==> src/rtl/masterPkg.sv <==
package masterPkg;

    ////////////////////
    // link constants
    ////////////////////
    localparam int         REQ_LEN    = 6;       // bits shifted onto arbSend per request
    localparam int         CTRL_LEN   = 7;       // control frame length on control
    localparam logic [2:0] START_MARK = 3'b111;  // leads request word and control frame

    ////////////////////
    // frame layouts
    ////////////////////
    // request word, MSB first on arbSend
    typedef struct packed {
        logic [2:0] startMark;
        logic [2:0] slaveId;
    } arbReqT;

    // control frame, MSB first on control
    typedef struct packed {
        logic [2:0] startMark;
        logic [2:0] slaveId;
        logic       rw;         // 1 write, 0 read
    } ctrlFrameT;

    // status towards the top side
    typedef enum logic [1:0] {
        doneIdle   = 2'b00,
        doneEnd    = 2'b01,
        doneActive = 2'b11
    } doneCodeT;

    ////////////////////
    // sequencer states
    ////////////////////
    typedef enum logic [2:0] {
        stIdle,
        stDisplay,
        stWrite,
        stRead,
        stEnd
    } masterStateT;

    // steps inside one write or read
    typedef enum logic [2:0] {
        phRequest,
        phFrame,
        phData,
        phStop,
        phRelease,
        phCheck
    } comPhaseT;

endpackage
==> src/rtl/masterExternal.sv <==
`timescale 1ns/1ps

module masterExternal #(
    parameter int                    DATA_WIDTH     = 8,
    parameter logic [2:0]            SLAVE_ID       = 3'b101,
    parameter logic [DATA_WIDTH-1:0] START_DATA     = 8'd10,
    parameter logic [DATA_WIDTH-1:0] ACK_WORD       = 8'hCC,
    parameter int                    DISPLAY_CYCLES = 10
) (
    input  logic                  clk,
    input  logic                  rstN,
    input  logic                  start,
    input  logic                  eoc,
    input  logic                  rD,
    input  logic                  ready,
    input  logic                  arbCont,
    output masterPkg::doneCodeT   doneCom,
    output logic [DATA_WIDTH-1:0] dataOut,
    output logic                  disData,
    output logic                  control,
    output logic                  wrD,
    output logic                  valid,
    output logic                  arbSend
);
    import masterPkg::*;

    ////////////////////
    // internal strobes
    ////////////////////
    logic                  reqStart, relStart, granted, released;
    logic                  frameLoad, frameBit, frameDone;
    logic                  dataLoad, dataDone;
    logic                  readEn, readDone, ackOk;
    logic [DATA_WIDTH-1:0] readData, dataWord;
    arbReqT                reqWord;
    ctrlFrameT             frame;

    masterSequencer #(
        .DATA_WIDTH    (DATA_WIDTH),
        .SLAVE_ID      (SLAVE_ID),
        .START_DATA    (START_DATA),
        .DISPLAY_CYCLES(DISPLAY_CYCLES)
    ) sequencer (
        .clk(clk), .rstN(rstN), .start(start), .eoc(eoc),
        .granted(granted), .released(released),
        .frameDone(frameDone), .dataDone(dataDone), .frameBit(frameBit),
        .readDone(readDone), .ackOk(ackOk), .readData(readData),
        .reqStart(reqStart), .relStart(relStart), .frameLoad(frameLoad),
        .dataLoad(dataLoad), .readEn(readEn), .reqWord(reqWord), .frame(frame),
        .dataWord(dataWord), .dataOut(dataOut), .disData(disData),
        .control(control), .doneCom(doneCom)
    );

    arbiterRequester requester (
        .clk(clk), .rstN(rstN), .reqStart(reqStart), .relStart(relStart),
        .arbCont(arbCont), .reqWord(reqWord),
        .arbSend(arbSend), .granted(granted), .released(released)
    );

    serialShifter #(.payloadT(ctrlFrameT)) frameShift (
        .clk(clk), .rstN(rstN), .load(frameLoad), .payload(frame),
        .bitOut(frameBit), .busy(), .done(frameDone)
    );

    // write data goes straight to the slave pins
    serialShifter #(.payloadT(logic [DATA_WIDTH-1:0])) dataShift (
        .clk(clk), .rstN(rstN), .load(dataLoad), .payload(dataWord),
        .bitOut(wrD), .busy(valid), .done(dataDone)
    );

    readCollector #(
        .DATA_WIDTH(DATA_WIDTH),
        .ACK_WORD  (ACK_WORD)
    ) collector (
        .clk(clk), .rstN(rstN), .readEn(readEn), .rD(rD), .ready(ready),
        .readData(readData), .ackOk(ackOk), .readDone(readDone)
    );

endmodule

==> src/rtl/masterSequencer.sv <==
`timescale 1ns/1ps

module masterSequencer #(
    parameter int                    DATA_WIDTH     = 8,
    parameter logic [2:0]            SLAVE_ID       = 3'b101,
    parameter logic [DATA_WIDTH-1:0] START_DATA     = 8'd10,
    parameter int                    DISPLAY_CYCLES = 10
) (
    input  logic                   clk,
    input  logic                   rstN,
    input  logic                   start,
    input  logic                   eoc,
    input  logic                   granted,
    input  logic                   released,
    input  logic                   frameDone,
    input  logic                   dataDone,
    input  logic                   frameBit,
    input  logic                   readDone,
    input  logic                   ackOk,
    input  logic [DATA_WIDTH-1:0]  readData,
    output logic                   reqStart,
    output logic                   relStart,
    output logic                   frameLoad,
    output logic                   dataLoad,
    output logic                   readEn,
    output masterPkg::arbReqT      reqWord,
    output masterPkg::ctrlFrameT   frame,
    output logic [DATA_WIDTH-1:0]  dataWord,
    output logic [DATA_WIDTH-1:0]  dataOut,
    output logic                   disData,
    output logic                   control,
    output masterPkg::doneCodeT    doneCom
);
    import masterPkg::*;

    localparam int                DCNT_W    = (DISPLAY_CYCLES > 1) ? $clog2(DISPLAY_CYCLES) : 1;
    localparam logic [DCNT_W-1:0] DISP_LAST = DCNT_W'(DISPLAY_CYCLES - 1);

    masterStateT           state;
    comPhaseT              phase;
    logic [DATA_WIDTH-1:0] dataReg;    // byte shown and written back
    logic [DCNT_W-1:0]     dispCnt;
    logic                  stopMark;   // one-cycle stop on control
    logic                  isWrite;

    assign isWrite  = (state == stWrite);
    assign reqWord  = '{startMark: START_MARK, slaveId: SLAVE_ID};
    assign frame    = '{startMark: START_MARK, slaveId: SLAVE_ID, rw: isWrite};
    assign dataWord = dataReg;
    assign dataOut  = dataReg;
    assign disData  = (state == stDisplay);
    assign control  = frameBit | stopMark;

    always_ff @(posedge clk or negedge rstN) begin
        if (!rstN) begin
            state     <= stIdle;
            phase     <= phRequest;
            dataReg   <= '0;
            dispCnt   <= '0;
            stopMark  <= 1'b0;
            doneCom   <= doneIdle;
            reqStart  <= 1'b0;
            relStart  <= 1'b0;
            frameLoad <= 1'b0;
            dataLoad  <= 1'b0;
            readEn    <= 1'b0;
        end else begin
            reqStart  <= 1'b0;   // strobes default low
            relStart  <= 1'b0;
            frameLoad <= 1'b0;
            dataLoad  <= 1'b0;
            stopMark  <= 1'b0;
            if (eoc && (state inside {stDisplay, stWrite, stRead})) begin
                state   <= stEnd;
                doneCom <= doneEnd;
                readEn  <= 1'b0;
            end else begin
                case (state)
                    stIdle: begin
                        dispCnt <= '0;
                        phase   <= phRequest;
                        if (start && !eoc) begin
                            dataReg <= START_DATA;
                            state   <= stDisplay;
                        end else if (eoc) begin
                            doneCom <= doneEnd;
                            state   <= stEnd;
                        end else begin
                            reqStart <= 1'b1;   // wait for a reply from the far side
                            state    <= stRead;
                        end
                    end
                    stDisplay: begin
                        if (dispCnt == DISP_LAST) begin
                            reqStart <= 1'b1;
                            phase    <= phRequest;
                            state    <= stWrite;
                        end else begin
                            dispCnt <= dispCnt + 1'b1;
                        end
                    end
                    ////////////////////
                    // one transfer
                    ////////////////////
                    stWrite, stRead: begin
                        case (phase)
                            phRequest: begin
                                if (granted) begin
                                    frameLoad <= 1'b1;
                                    phase     <= phFrame;
                                end
                            end
                            phFrame: begin
                                if (frameDone) begin
                                    dataLoad <= isWrite;
                                    readEn   <= !isWrite;
                                    phase    <= phData;
                                end
                            end
                            phData: begin
                                if (isWrite ? dataDone : readDone) begin
                                    readEn   <= 1'b0;
                                    stopMark <= 1'b1;
                                    phase    <= phStop;
                                end
                            end
                            phStop: begin
                                relStart <= 1'b1;
                                phase    <= phRelease;
                            end
                            phRelease: begin
                                if (released && isWrite) begin
                                    reqStart <= 1'b1;   // straight into the read
                                    phase    <= phRequest;
                                    state    <= stRead;
                                end else if (released) begin
                                    phase <= phCheck;
                                end
                            end
                            phCheck: begin
                                phase <= phRequest;
                                if (ackOk) begin
                                    dataReg <= readData;
                                    doneCom <= doneActive;
                                    dispCnt <= '0;
                                    state   <= stDisplay;
                                end else begin
                                    doneCom <= doneEnd;   // bad ack closes the link
                                    state   <= stEnd;
                                end
                            end
                            default: phase <= phRequest;
                        endcase
                    end
                    stEnd:   doneCom <= doneEnd;
                    default: state <= stIdle;
                endcase
            end
        end
    end

    assert property (@(posedge clk) disable iff (!rstN) !(reqStart && relStart));

endmodule

==> src/rtl/readCollector.sv <==
`timescale 1ns/1ps

module readCollector #(
    parameter int                    DATA_WIDTH = 8,
    parameter logic [DATA_WIDTH-1:0] ACK_WORD   = 8'hCC
) (
    input  logic                  clk,
    input  logic                  rstN,
    input  logic                  readEn,
    input  logic                  rD,
    input  logic                  ready,
    output logic [DATA_WIDTH-1:0] readData,
    output logic                  ackOk,
    output logic                  readDone
);

    localparam int TOTAL = 2 * DATA_WIDTH;
    localparam int CNT_W = $clog2(TOTAL + 1);

    localparam logic [CNT_W-1:0] FULL_CNT = CNT_W'(TOTAL);
    localparam logic [CNT_W-1:0] LAST_CNT = CNT_W'(TOTAL - 1);

    logic [TOTAL-1:0] rxReg;      // ack word on top, data below
    logic [CNT_W-1:0] sampleCnt;
    logic             takeBit;

    assign takeBit  = readEn && ready && !readDone;
    assign ackOk    = (rxReg[TOTAL-1 -: DATA_WIDTH] == ACK_WORD);
    assign readData = rxReg[DATA_WIDTH-1:0];

    ////////////////////
    // sample path
    ////////////////////
    always_ff @(posedge clk) begin
        if (takeBit) begin
            rxReg <= {rxReg[TOTAL-2:0], rD};   // MSB arrives first
        end
    end

    always_ff @(posedge clk or negedge rstN) begin
        if (!rstN) begin
            sampleCnt <= '0;
            readDone  <= 1'b0;
        end else begin
            readDone <= takeBit && (sampleCnt == LAST_CNT);
            if (!readEn) begin
                sampleCnt <= '0;   // ready for the next read
            end else if (takeBit) begin
                sampleCnt <= sampleCnt + 1'b1;
            end
        end
    end

    assert property (@(posedge clk) disable iff (!rstN) sampleCnt <= FULL_CNT);

endmodule

==> src/rtl/serialShifter.sv <==
`timescale 1ns/1ps

module serialShifter #(
    parameter type payloadT = logic [7:0]
) (
    input  logic    clk,
    input  logic    rstN,
    input  logic    load,
    input  payloadT payload,
    output logic    bitOut,
    output logic    busy,
    output logic    done
);

    localparam int WIDTH = $bits(payloadT);
    localparam int CNT_W = $clog2(WIDTH + 1);

    localparam logic [CNT_W-1:0] FULL_CNT = CNT_W'(WIDTH);
    localparam logic [CNT_W-1:0] LAST_CNT = CNT_W'(1);

    logic [WIDTH-1:0] shiftReg;   // MSB is on the line
    logic [CNT_W-1:0] bitsLeft;

    assign busy   = (bitsLeft != '0);
    assign done   = (bitsLeft == LAST_CNT);   // last bit on the line
    assign bitOut = busy & shiftReg[WIDTH-1];

    ////////////////////
    // shift data path
    ////////////////////
    always_ff @(posedge clk) begin
        if (load) begin
            shiftReg <= payload;
        end else if (busy) begin
            shiftReg <= {shiftReg[WIDTH-2:0], 1'b0};
        end
    end

    // bit counter
    always_ff @(posedge clk or negedge rstN) begin
        if (!rstN) begin
            bitsLeft <= '0;
        end else if (load) begin
            bitsLeft <= FULL_CNT;
        end else if (busy) begin
            bitsLeft <= bitsLeft - 1'b1;
        end
    end

    // a new payload only once the previous one is fully out
    assert property (@(posedge clk) disable iff (!rstN) load |-> !busy);

endmodule

==> src/rtl/arbiterRequester.sv <==
`timescale 1ns/1ps

module arbiterRequester (
    input  logic             clk,
    input  logic             rstN,
    input  logic             reqStart,
    input  logic             relStart,
    input  logic             arbCont,
    input  masterPkg::arbReqT reqWord,
    output logic             arbSend,
    output logic             granted,
    output logic             released
);
    import masterPkg::*;

    localparam int                BIT_W    = $clog2(REQ_LEN);
    localparam logic [BIT_W-1:0]  LAST_IDX = BIT_W'(REQ_LEN - 1);

    typedef enum logic [2:0] {
        aIdle,
        aReq,
        aWait,
        aAck,
        aRel
    } reqStateT;

    reqStateT           state;
    logic [REQ_LEN-1:0] reqSh;     // request bits still to go
    logic [BIT_W-1:0]   bitCnt;
    logic [1:0]         seqCnt;    // step inside ack / release pattern
    logic [1:0]         arbHist;   // two-flop grant history

    assign granted  = (state == aAck) && (seqCnt == 2'd2);
    assign released = (state == aRel) && (seqCnt == 2'd2);

    always_ff @(posedge clk or negedge rstN) begin
        if (!rstN) begin
            state   <= aIdle;
            reqSh   <= '0;
            bitCnt  <= '0;
            seqCnt  <= '0;
            arbHist <= '0;
            arbSend <= 1'b0;
        end else begin
            arbHist <= {arbHist[0], arbCont};
            case (state)
                aIdle: begin
                    arbSend <= 1'b0;
                    seqCnt  <= '0;
                    if (reqStart) begin
                        arbSend <= reqWord[REQ_LEN-1];   // first bit next cycle
                        reqSh   <= {reqWord[REQ_LEN-2:0], 1'b0};
                        bitCnt  <= LAST_IDX;
                        state   <= aReq;
                    end else if (relStart) begin
                        arbSend <= 1'b1;
                        state   <= aRel;
                    end
                end
                aReq: begin
                    if (bitCnt != '0) begin
                        arbSend <= reqSh[REQ_LEN-1];
                        reqSh   <= {reqSh[REQ_LEN-2:0], 1'b0};
                        bitCnt  <= bitCnt - 1'b1;
                    end else begin
                        arbSend <= 1'b0;
                        state   <= aWait;
                    end
                end
                aWait: begin
                    if (arbHist == 2'b11) begin
                        arbSend <= 1'b1;   // ack pattern 1,0,1
                        seqCnt  <= '0;
                        state   <= aAck;
                    end
                end
                aAck: begin
                    seqCnt  <= seqCnt + 1'b1;
                    arbSend <= (seqCnt == 2'd1);   // low, then high in the last step
                    if (seqCnt == 2'd2) begin
                        arbSend <= 1'b0;
                        state   <= aIdle;
                    end
                end
                aRel: begin
                    seqCnt  <= seqCnt + 1'b1;
                    arbSend <= 1'b0;
                    if (seqCnt == 2'd0) arbSend <= 1'b1;   // second high cycle
                    if (seqCnt == 2'd2) state <= aIdle;
                end
                default: state <= aIdle;
            endcase
        end
    end

    // bus line stays quiet between sequences
    assert property (@(posedge clk) disable iff (!rstN) (state == aIdle) |-> !arbSend);

endmodule

==> config.mk <==
export PLATFORM = sky130hd
export DESIGN_NAME = masterExternal
export DESIGN_NICKNAME = d
export VERILOG_FILES = /design/src/rtl/masterPkg.sv /design/src/rtl/masterExternal.sv /design/src/rtl/masterSequencer.sv /design/src/rtl/readCollector.sv /design/src/rtl/serialShifter.sv /design/src/rtl/arbiterRequester.sv
export SDC_FILE = /design/constraint.sdc
export NUM_CORES = 1
export LEC_CHECK = 0
export BUFFER_PORTS_ARGS = -buffer_cell sky130_fd_sc_hd__clkbuf_2
export CAP_MARGIN = 10
export CORE_MARGIN = 2
export CORE_UTILIZATION = 50
export CTS_CLUSTER_DIAMETER = 60
export DETAILED_ROUTE_END_ITERATION = 8
export HOLD_SLACK_MARGIN = 0.02
export PLACE_DENSITY_LB_ADDON = 0.15
export SKIP_LAST_GASP = 1
export SLEW_MARGIN = 20
export SYNTH_ARGS = -nofsm -noshare
export SYNTH_HDL_FRONTEND = slang
export SYNTH_SLANG_ARGS = --single-unit
==> constraint.sdc <==
create_clock -name clk -period 2.9 [get_ports clk]
set_input_delay 0.29 -clock clk [delete_from_list [all_inputs] [get_ports clk]]
set_output_delay 0.29 -clock clk [all_outputs]
set_load 0.005 [all_outputs]
==> summary.md, run 1 <==
| Metric | Value |
|---|---|
| Num CTS Buffers | 9 |
| VDD IR max | 311 uV |
| H-tree depth | 3 |
| Final Hold Fails | 0 |
| # port buffers | 21 |
| Area Growth Syn to Fin | 8.90% |
| Post-CTS sizing | 0 |
| Fmax | 457 MHz |
| Crit path arrival time | 1.90 ns |
| Final Setup Violations | 0 |
| Final antenna-violating net count | 0 |
| Critical Path Source | dataShift.bitsLeft[0] |
| Crit path launch type | flop |
| Tot GR Track Use | 0.181 |
| Lkg Pwr | 1.92 nW |
| Ys Warns | 0 |
| Initial Utilization | 0.509 |
| Hold_buf cts | 1 |
| Vias/cell | 5.56 |
| Postcts setup bufs | 0 |
| FF-to-FF setup slack | 0.91 ns |
| Core area | 8090 um^2 |
| Detailed Place HPWL | 5050 um |
| Core Util, Final | 0.554 |
| Initial antenna violation count | 0 |
| Clock skew after layout | 0.0124 ns |
| Post-Synth Adder-Cell Area | 0.0425 |
| Antenna cells | 0 |
| Unrepaired setup endpoints after global routing | false |
| Post-Synth XOR/XNOR Area | 0.0128 |
| Via count | 2736 |
| Ports | 22 |
| Predominant post-synthesis flop cell | dfrtp_1 |
| CTS tree | yes |
| Status | finished, final reports clean |
| Power per cell area | 801 nW/um^2 |
| Worst R2R Start | collector.rxReg[12] |
| Post-synth ARST share | 0.640 |
| Violation count after the first detailed-routing iteration | 174 |
| Hold crit path type | in2async |
| Largest net degree at the start of global routing | 56 |
| Fin nets | 403 |
| Routed WL | 7240 um |
| Syn nets | 384 |
| Tmin final | 2.19 ns |
| Layout cells sized above 1 | 0.163 |
| Clock Latency Late Sink | 0.35 ns |
| Worst Path Max Fanout | 4 |
| Global placer's final weighted congestion | 0.876 |
| Slew Limit Fails | 0 |
| Grt total ovfl | 0 |
| Global-route wire length before repair | 12600 um |
| Yosys cell types | 72 |
| Clk buf depth | 2 |
| Syn avg cell area | 11.3 um^2 |
| Mux contribution to synthesized area | 0.0319 |
| DRT Pass-1 Iters | 4 |
| Die Wd | 94.8 um |
| #FFs+latches synth | 86 |
| Synth Cell Area | 4120 um^2 |
| Max Cap Violations | 0 |
| Vias in the first global route | 2623 |
| CTS Sinks | 86 |
| Wire length per cell | 14.7 um |
| Root Buffer | clkbuf_8 |
| Post-synth EDFFs | 25 |
| Crit Path Class | reg2out |
| Critical path capture point type | output pin |
| Drc violations | 0 |
| Post-Synthesis Cells | 363 |
| DIE AREA | 8980 um^2 |
| Worst Max-Slew Pin Slew | 0.709 ns |
| Total Neg Setup Slack | 0 ns |
| Final period util | 0.755 |
| Die Span Y | 94.8 um |
| Compound-Gate Fraction of Synth Area | 0.143 |
| Seq/Total Area, Yosys | 0.546 |
| Main combinational cell family by area after synthesis | simple AND/OR/NAND/NOR gates |
| Slew HR | 0.527 |
| Data required, critical path | 2.61 ns |
| # rows | 33 |
| Clock slew at reported path FFs | 0.09 ns |
| Simple-gate portion of the synthesized area | 0.178 |
==> cells by family (layout without fill, tap and decap cells) <==
group / Yosys count / in the layout
AND/OR/NAND/NOR: 120 / 120
AO/OA/AOI/OAI: 81 / 81
adder cells (fa/ha/maj): 14 / 14
flip-flops: 86 / 86
multiplexers: 12 / 12
XOR/XNOR: 6 / 6
buffers and inverters: 44 / 68
==> cells in the mapped netlist, types with 3 or more instances <==
library cell,count,area share
nand2_1,10,0.0091
a211oi_1,6,0.011
nor2_1,24,0.022
inv_1,25,0.023
mux2i_1,3,0.0073
nor3b_1,4,0.0073
o211ai_1,3,0.0055
o22a_1,3,0.0064
a21oi_1,16,0.019
nand4_1,4,0.0061
nor3_1,3,0.0036
dfxtp_1,6,0.029
a31oi_1,3,0.0046
nand3b_1,4,0.0073
ha_1,14,0.043
and3_1,5,0.0076
o21a_1,3,0.0055
xnor2_1,4,0.0085
nor4_1,5,0.0076
and2_1,4,0.0061
nand2b_1,12,0.018
mux2_2,8,0.022
a211o_1,9,0.019
or3_1,3,0.0046
o21ai_0,8,0.0097
buf_4,3,0.0055
nand3_1,10,0.012
a21o_1,3,0.0055
edfxtp_1,25,0.18
nor2b_1,13,0.020
o21ai_1,6,0.0073
buf_2,8,0.0097
dfrtp_1,55,0.33
o32ai_1,3,0.0064
clkbuf_1,5,0.0046
==> placed cells by master, fill, tap and decap left out, drive strengths merged, types with 3 or more instances in the layout <==
cell,instances
edfxtp,25
nor4b,3
clkbuf,30
inv,33
a31oi,3
nor3b,5
a31o,3
a211o,9
o22a,3
or3,4
mux2i,3
o21a,3
nor2b,13
nor4,6
a21oi,16
nand2b,12
a211oi,7
and3,5
o211ai,3
o32ai,3
ha,14
dfrtp,55
nor2,24
nor3,4
nand2,10
a21o,3
xnor2,4
nand4,4
o21ai,14
mux2,9
nand3,10
nand3b,4
and2,4
dfxtp,6
==> power by group <==
group	total, mW	switching (mW)	internal, mW
Sequential	1.78	0.242	1.54
Combinational	1.01	0.536	0.476
Clock	0.795	0.462	0.333
Total	3.59	1.24	2.35
==> worst paths after layout <==
path	cells after the start	to
setup / recovery	6	wrD
setup reg to reg	4	sequencer.dataOut[7]
min in group clk	1	collector.rxReg[0]
hold reg to reg	0	requester.arbHist[1]
hold / removal	2	requester.state[0]
max in group asynchronous	2	sequencer.state[1]
==> state kept, by name (all words and copies together), names as in the netlist, 2 cells and up <==
| signal | cells |
|---|---|
| collector.rxReg | 16 |
| collector.sampleCnt | 5 |
| dataShift.bitsLeft | 4 |
| dataShift.shiftReg | 8 |
| frameShift.bitsLeft | 3 |
| frameShift.shiftReg | 7 |
| requester.arbHist | 2 |
| requester.bitCnt | 3 |
| requester.reqSh | 5 |
| requester.seqCnt | 2 |
| requester.state | 3 |
| sequencer.dataOut | 8 |
| sequencer.dispCnt | 4 |
| sequencer.doneCom | 2 |
| sequencer.phase | 3 |
| sequencer.state | 3 |
==> metal layers <==
layer  track usage  vias up  wire length, um
li1              -     1373                -
met4        0.0640        0               74
met1         0.244     1329             3570
met5             0        -                0
met3        0.0415        7              184
met2         0.288       27             3420
==> critical path, cell delays in order, from the launching register on <==
cell      delay, ns
dfrtp_1        0.40
inv_1          0.10
ha_1           0.21
nor3b_1        0.41
inv_1          0.15
and2_1         0.18
clkbuf_2       0.10
==> metrics by stage <==
step	worst slack, ns	total power, mW	area (um^2)	cells	hold WS, ns
finish	0.711	3.59	4490	492	0.0669
global route	0.495	3.86	4490	492	0.0959
CTS	0.658	3.64	4490	492	0.0858
detailed placement	0.857	2.83	4290	475	0.373
global placement	0.998	2.79	4290	475	0.364
floorplan	1.28	2.57	4120	363	-0.00559
==> area by class of cell <==
type / count / area (um^2)
Fill cell: 725 / 3610
Sequential cell: 86 / 2250
Multi-Input combinational cell: 233 / 1680
Tap cell: 105 / 131
Timing Repair Buffer: 24 / 130
Clock buffer: 9 / 124
Inverter: 28 / 110
Clock inverter: 7 / 62.6
(Power assumes the default switching activity.)
==> run 2: changes to the inputs <==
--- a/config.mk
+++ b/config.mk
@@ -5,6 +5,7 @@
 export SDC_FILE = /design/constraint.sdc
 export NUM_CORES = 1
 export LEC_CHECK = 0
+export ABC_AREA = 1
 export BUFFER_PORTS_ARGS = -buffer_cell sky130_fd_sc_hd__clkbuf_2
 export CAP_MARGIN = 10
 export CORE_MARGIN = 2
==> constraint.sdc (replaced) <==
create_clock -name clk -period 2.23 [get_ports clk]
set_input_delay 0.223 -clock clk [delete_from_list [all_inputs] [get_ports clk]]
set_output_delay 0.223 -clock clk [all_outputs]
set_load 0.005 [all_outputs]
==> summary.md, run 2 <==
| Metric | Value |
|---|---|
| Layout cells sized above 1 | 0.154 (-0.00847) |
| Syn nets | 467 (+22%) |
| Vias/cell | 5.09 (-8.5%) |
| Routed WL | 7900 um (+9.1%) |
| Post-synth ARST share | 0.640 (unchanged) |
| Initial antenna violation count | 0 (unchanged) |
| # rows | 32 (-3.0%) |
| # port buffers | 21 (unchanged) |
| Die Span Y | 94.3 um (-0.46%) |
| Synth top cells by count | nand2_1 (117), dfrtp_1 (55), inv_1 (50) |
| Top-count cell post-synth | nand2_1 |
| Postcts setup bufs | 0 (unchanged) |
| Num CTS Buffers | 9 (unchanged) |
| #FFs+latches synth | 86 (unchanged) |
| Ports | 22 (unchanged) |
| Filler instances | 686 (-5.4%) |
| VDD IR max | 449 uV (+44%) |
| Post-synth EDFFs | 25 (unchanged) |
| Ys Warns | 0 (unchanged) |
| Vias in the first global route | 2911 (+11%) |
| Syn avg cell area | 9.15 um^2 (-19%) |
| Final Setup Violations | 0 (unchanged) |
| Via count | 2991 (+9.3%) |
| Clk buf depth | 2 (unchanged) |
| Fmax | 559 MHz |
| Drc violations | 0 (unchanged) |
| Most flop-heavy register | collector.rxReg |
| Post-CTS sizing | 0 (unchanged) |
| Yosys top cell by area | dfrtp_1 |
| Critical Path Source | frameShift.bitsLeft[0] |
| Unrepaired setup endpoints after global routing | false |
| Status | finished, final reports clean |
| DRT Pass-1 Iters | 5 (+1) |
| Antenna cells | 0 (unchanged) |
| CTS tree | yes |
| Final period util | 0.803 |
| Hold crit path type | in2reg |
| Tmin final | 1.79 ns |
| Lkg Pwr | 2.15 nW (+12%) |
| Initial Utilization | 0.522 (+0.0135) |
| H-tree depth | 3 (unchanged) |
| Synth Cell Area | 4080 um^2 (-0.97%) |
| Post-Synthesis Cells | 446 (+23%) |
| Core area | 7810 um^2 (-3.5%) |
| Worst Max-Slew Pin Slew | 0.424 ns (-0.285 ns) |
| Seq/Total Area, Yosys | 0.551 (+0.00536) |
| Final antenna-violating net count | 0 (unchanged) |
| Clock Latency Late Sink | 0.36 ns (about the same) |
| Tot GR Track Use | 0.201 (+0.0200) |
| DIE AREA | 8900 um^2 (-0.93%) |
| Fin nets | 502 (+25%) |
| Commonest non-fill, non-tap cells in the layout | nand2_1 (117), dfrtp_1 (55), inv_1 (50) |
| Detailed Place HPWL | 5790 um (+15%) |
| Final Hold Fails | 0 (unchanged) |
| Worst Path Max Fanout | 10 (+6) |
| Slew HR | 0.717 (+0.190) |
| Crit path arrival time | 1.57 ns (-0.33 ns) |
| Max Cap Violations | 0 (unchanged) |
| Power per cell area | 1110 nW/um^2 (+39%) |
| Yosys cell types | 38 (-47%) |
| Top cells by area, synth | dfrtp_1 (34%), edfxtp_1 (18%), nand2_1 (11%), nand3_1 (5.3%), inv_1 (4.6%) |
| Largest net degree at the start of global routing | 23 (-59%) |
| Global placer's final weighted congestion | 0.926 (+5.7%) |
| Wire length per cell | 13.4 um (-8.7%) |
| Critical Path Sink | control |
| Crit Path Class | reg2out |
| Min Hold Slack | 0.252 ns (+0.185 ns) |
| Most common cell after layout, fill and taps aside | nand2_1 |
| Crit path launch type | flop |
| Clock slew at reported path FFs | 0.09 ns (about the same) |
| Global-route wire length before repair | 13800 um (+9.9%) |
| Worst R2R Start | sequencer.dataLoad |
| Violation count after the first detailed-routing iteration | 198 (+14%) |
| Grt total ovfl | 0 (unchanged) |
| Area Growth Syn to Fin | 10.6% |
| Clock skew after layout | 0.0110 ns (-0.00147 ns) |
| Root Buffer | clkbuf_8 |
| RR Endpoint | dataShift.shiftReg[6] |
| Critical path capture point type | output pin |
| Predominant post-synthesis flop cell | dfrtp_1 |
| Data required, critical path | 2.01 ns (-0.60 ns) |
| CTS Sinks | 86 (unchanged) |
| Slew Limit Fails | 0 (unchanged) |
| Synth top area share | 0.337 (+0.00328) |
| FF-to-FF setup slack | 0.56 ns (-0.35 ns) |
| Die Wd | 94.3 um (-0.46%) |
| Total Neg Setup Slack | 0 ns (unchanged) |
| Worst-case reg-to-reg path depth | 2 (-2) |
| Max FFs per register | 16 (unchanged) |
## run 2: area by class of cell
class | instances | area, um^2 | share of cell area
clock inverters | 7 | 60.1 | 0.0133
inverters | 57 | 219 | 0.0485
repair buffers | 27 | 158 | 0.0349
well taps | 102 | 128 | 0.0283
multi-input cells | 300 | 1580 | 0.350
flip-flops and latches | 86 | 2250 | 0.498
clock buffers | 9 | 124 | 0.0274
## run 2: critical path: stages (launching register included)
cell and delay [ns]:
dfrtp_1 0.39, inv_1 0.12, ha_1 0.16, nand2_1 0.20
a21o_1 0.23, clkbuf_2 0.10
## run 2: power by group
group,internal [mW],total (mW),leakage (nW),switching (mW)
Combinational,0.600,1.67,1.08,1.07
Clock,0.417,1.02,0.0836,0.603
Sequential,2.07,2.33,0.989,0.260
Total,3.09,5.03,2.15,1.94
## run 2: logic make-up after synthesis
family                     count (synthesis)  synth area share
buffers and inverters                     60            0.0623
adders and majority gates                 14            0.0429
AOI/OAI and AO/OA                         42            0.0577
DFF                                       86             0.551
and+or+nand+nor                          238             0.273
xor gates and xnor gates                   6            0.0129
## run 2: metal layers
metal,vias up,GRT usage,share of wire
met4,0,0.0725,0.015
li1,1517,-,-
met2,76,0.308,0.43
met3,11,0.0353,0.042
met5,-,0,0
met1,1387,0.289,0.51
## run 2: worst min path at each step
stage | start | endpoint | slack (ns) | cells after the start
finish | eoc | sequencer.relStart | 0.25 | 4
floorplan | rstN | collector.readDone | -0.07 | 0
CTS | eoc | sequencer.stopMark | 0.24 | 4
global placement | rstN | dataShift.bitsLeft[3] | 0.18 | 1
detailed placement | rstN | dataShift.bitsLeft[3] | 0.18 | 1
global route | eoc | sequencer.stopMark | 0.29 | 4
## run 2: metrics by stage
stage	total power [mW]	setup WS, ns	cell area (um^2)	utilization	std cells
5_1_grt	5.46	0.347	4510	0.578	588
3_3_place_gp	3.97	0.596	4300	0.551	569
4_1_cts	5.08	0.412	4510	0.578	588
3_5_place_dp	4.04	0.574	4300	0.551	569
2_1_floorplan	3.59	0.387	4080	-	446
6_report	5.03	0.440	4510	0.578	588
## run 2: what timing repair did
item | 4_1_cts | 5_1_grt
endpoints found under the setup margin | 0 | 0
hold buffers | 3 | 0
endpoints found under the hold margin | 16 | 0
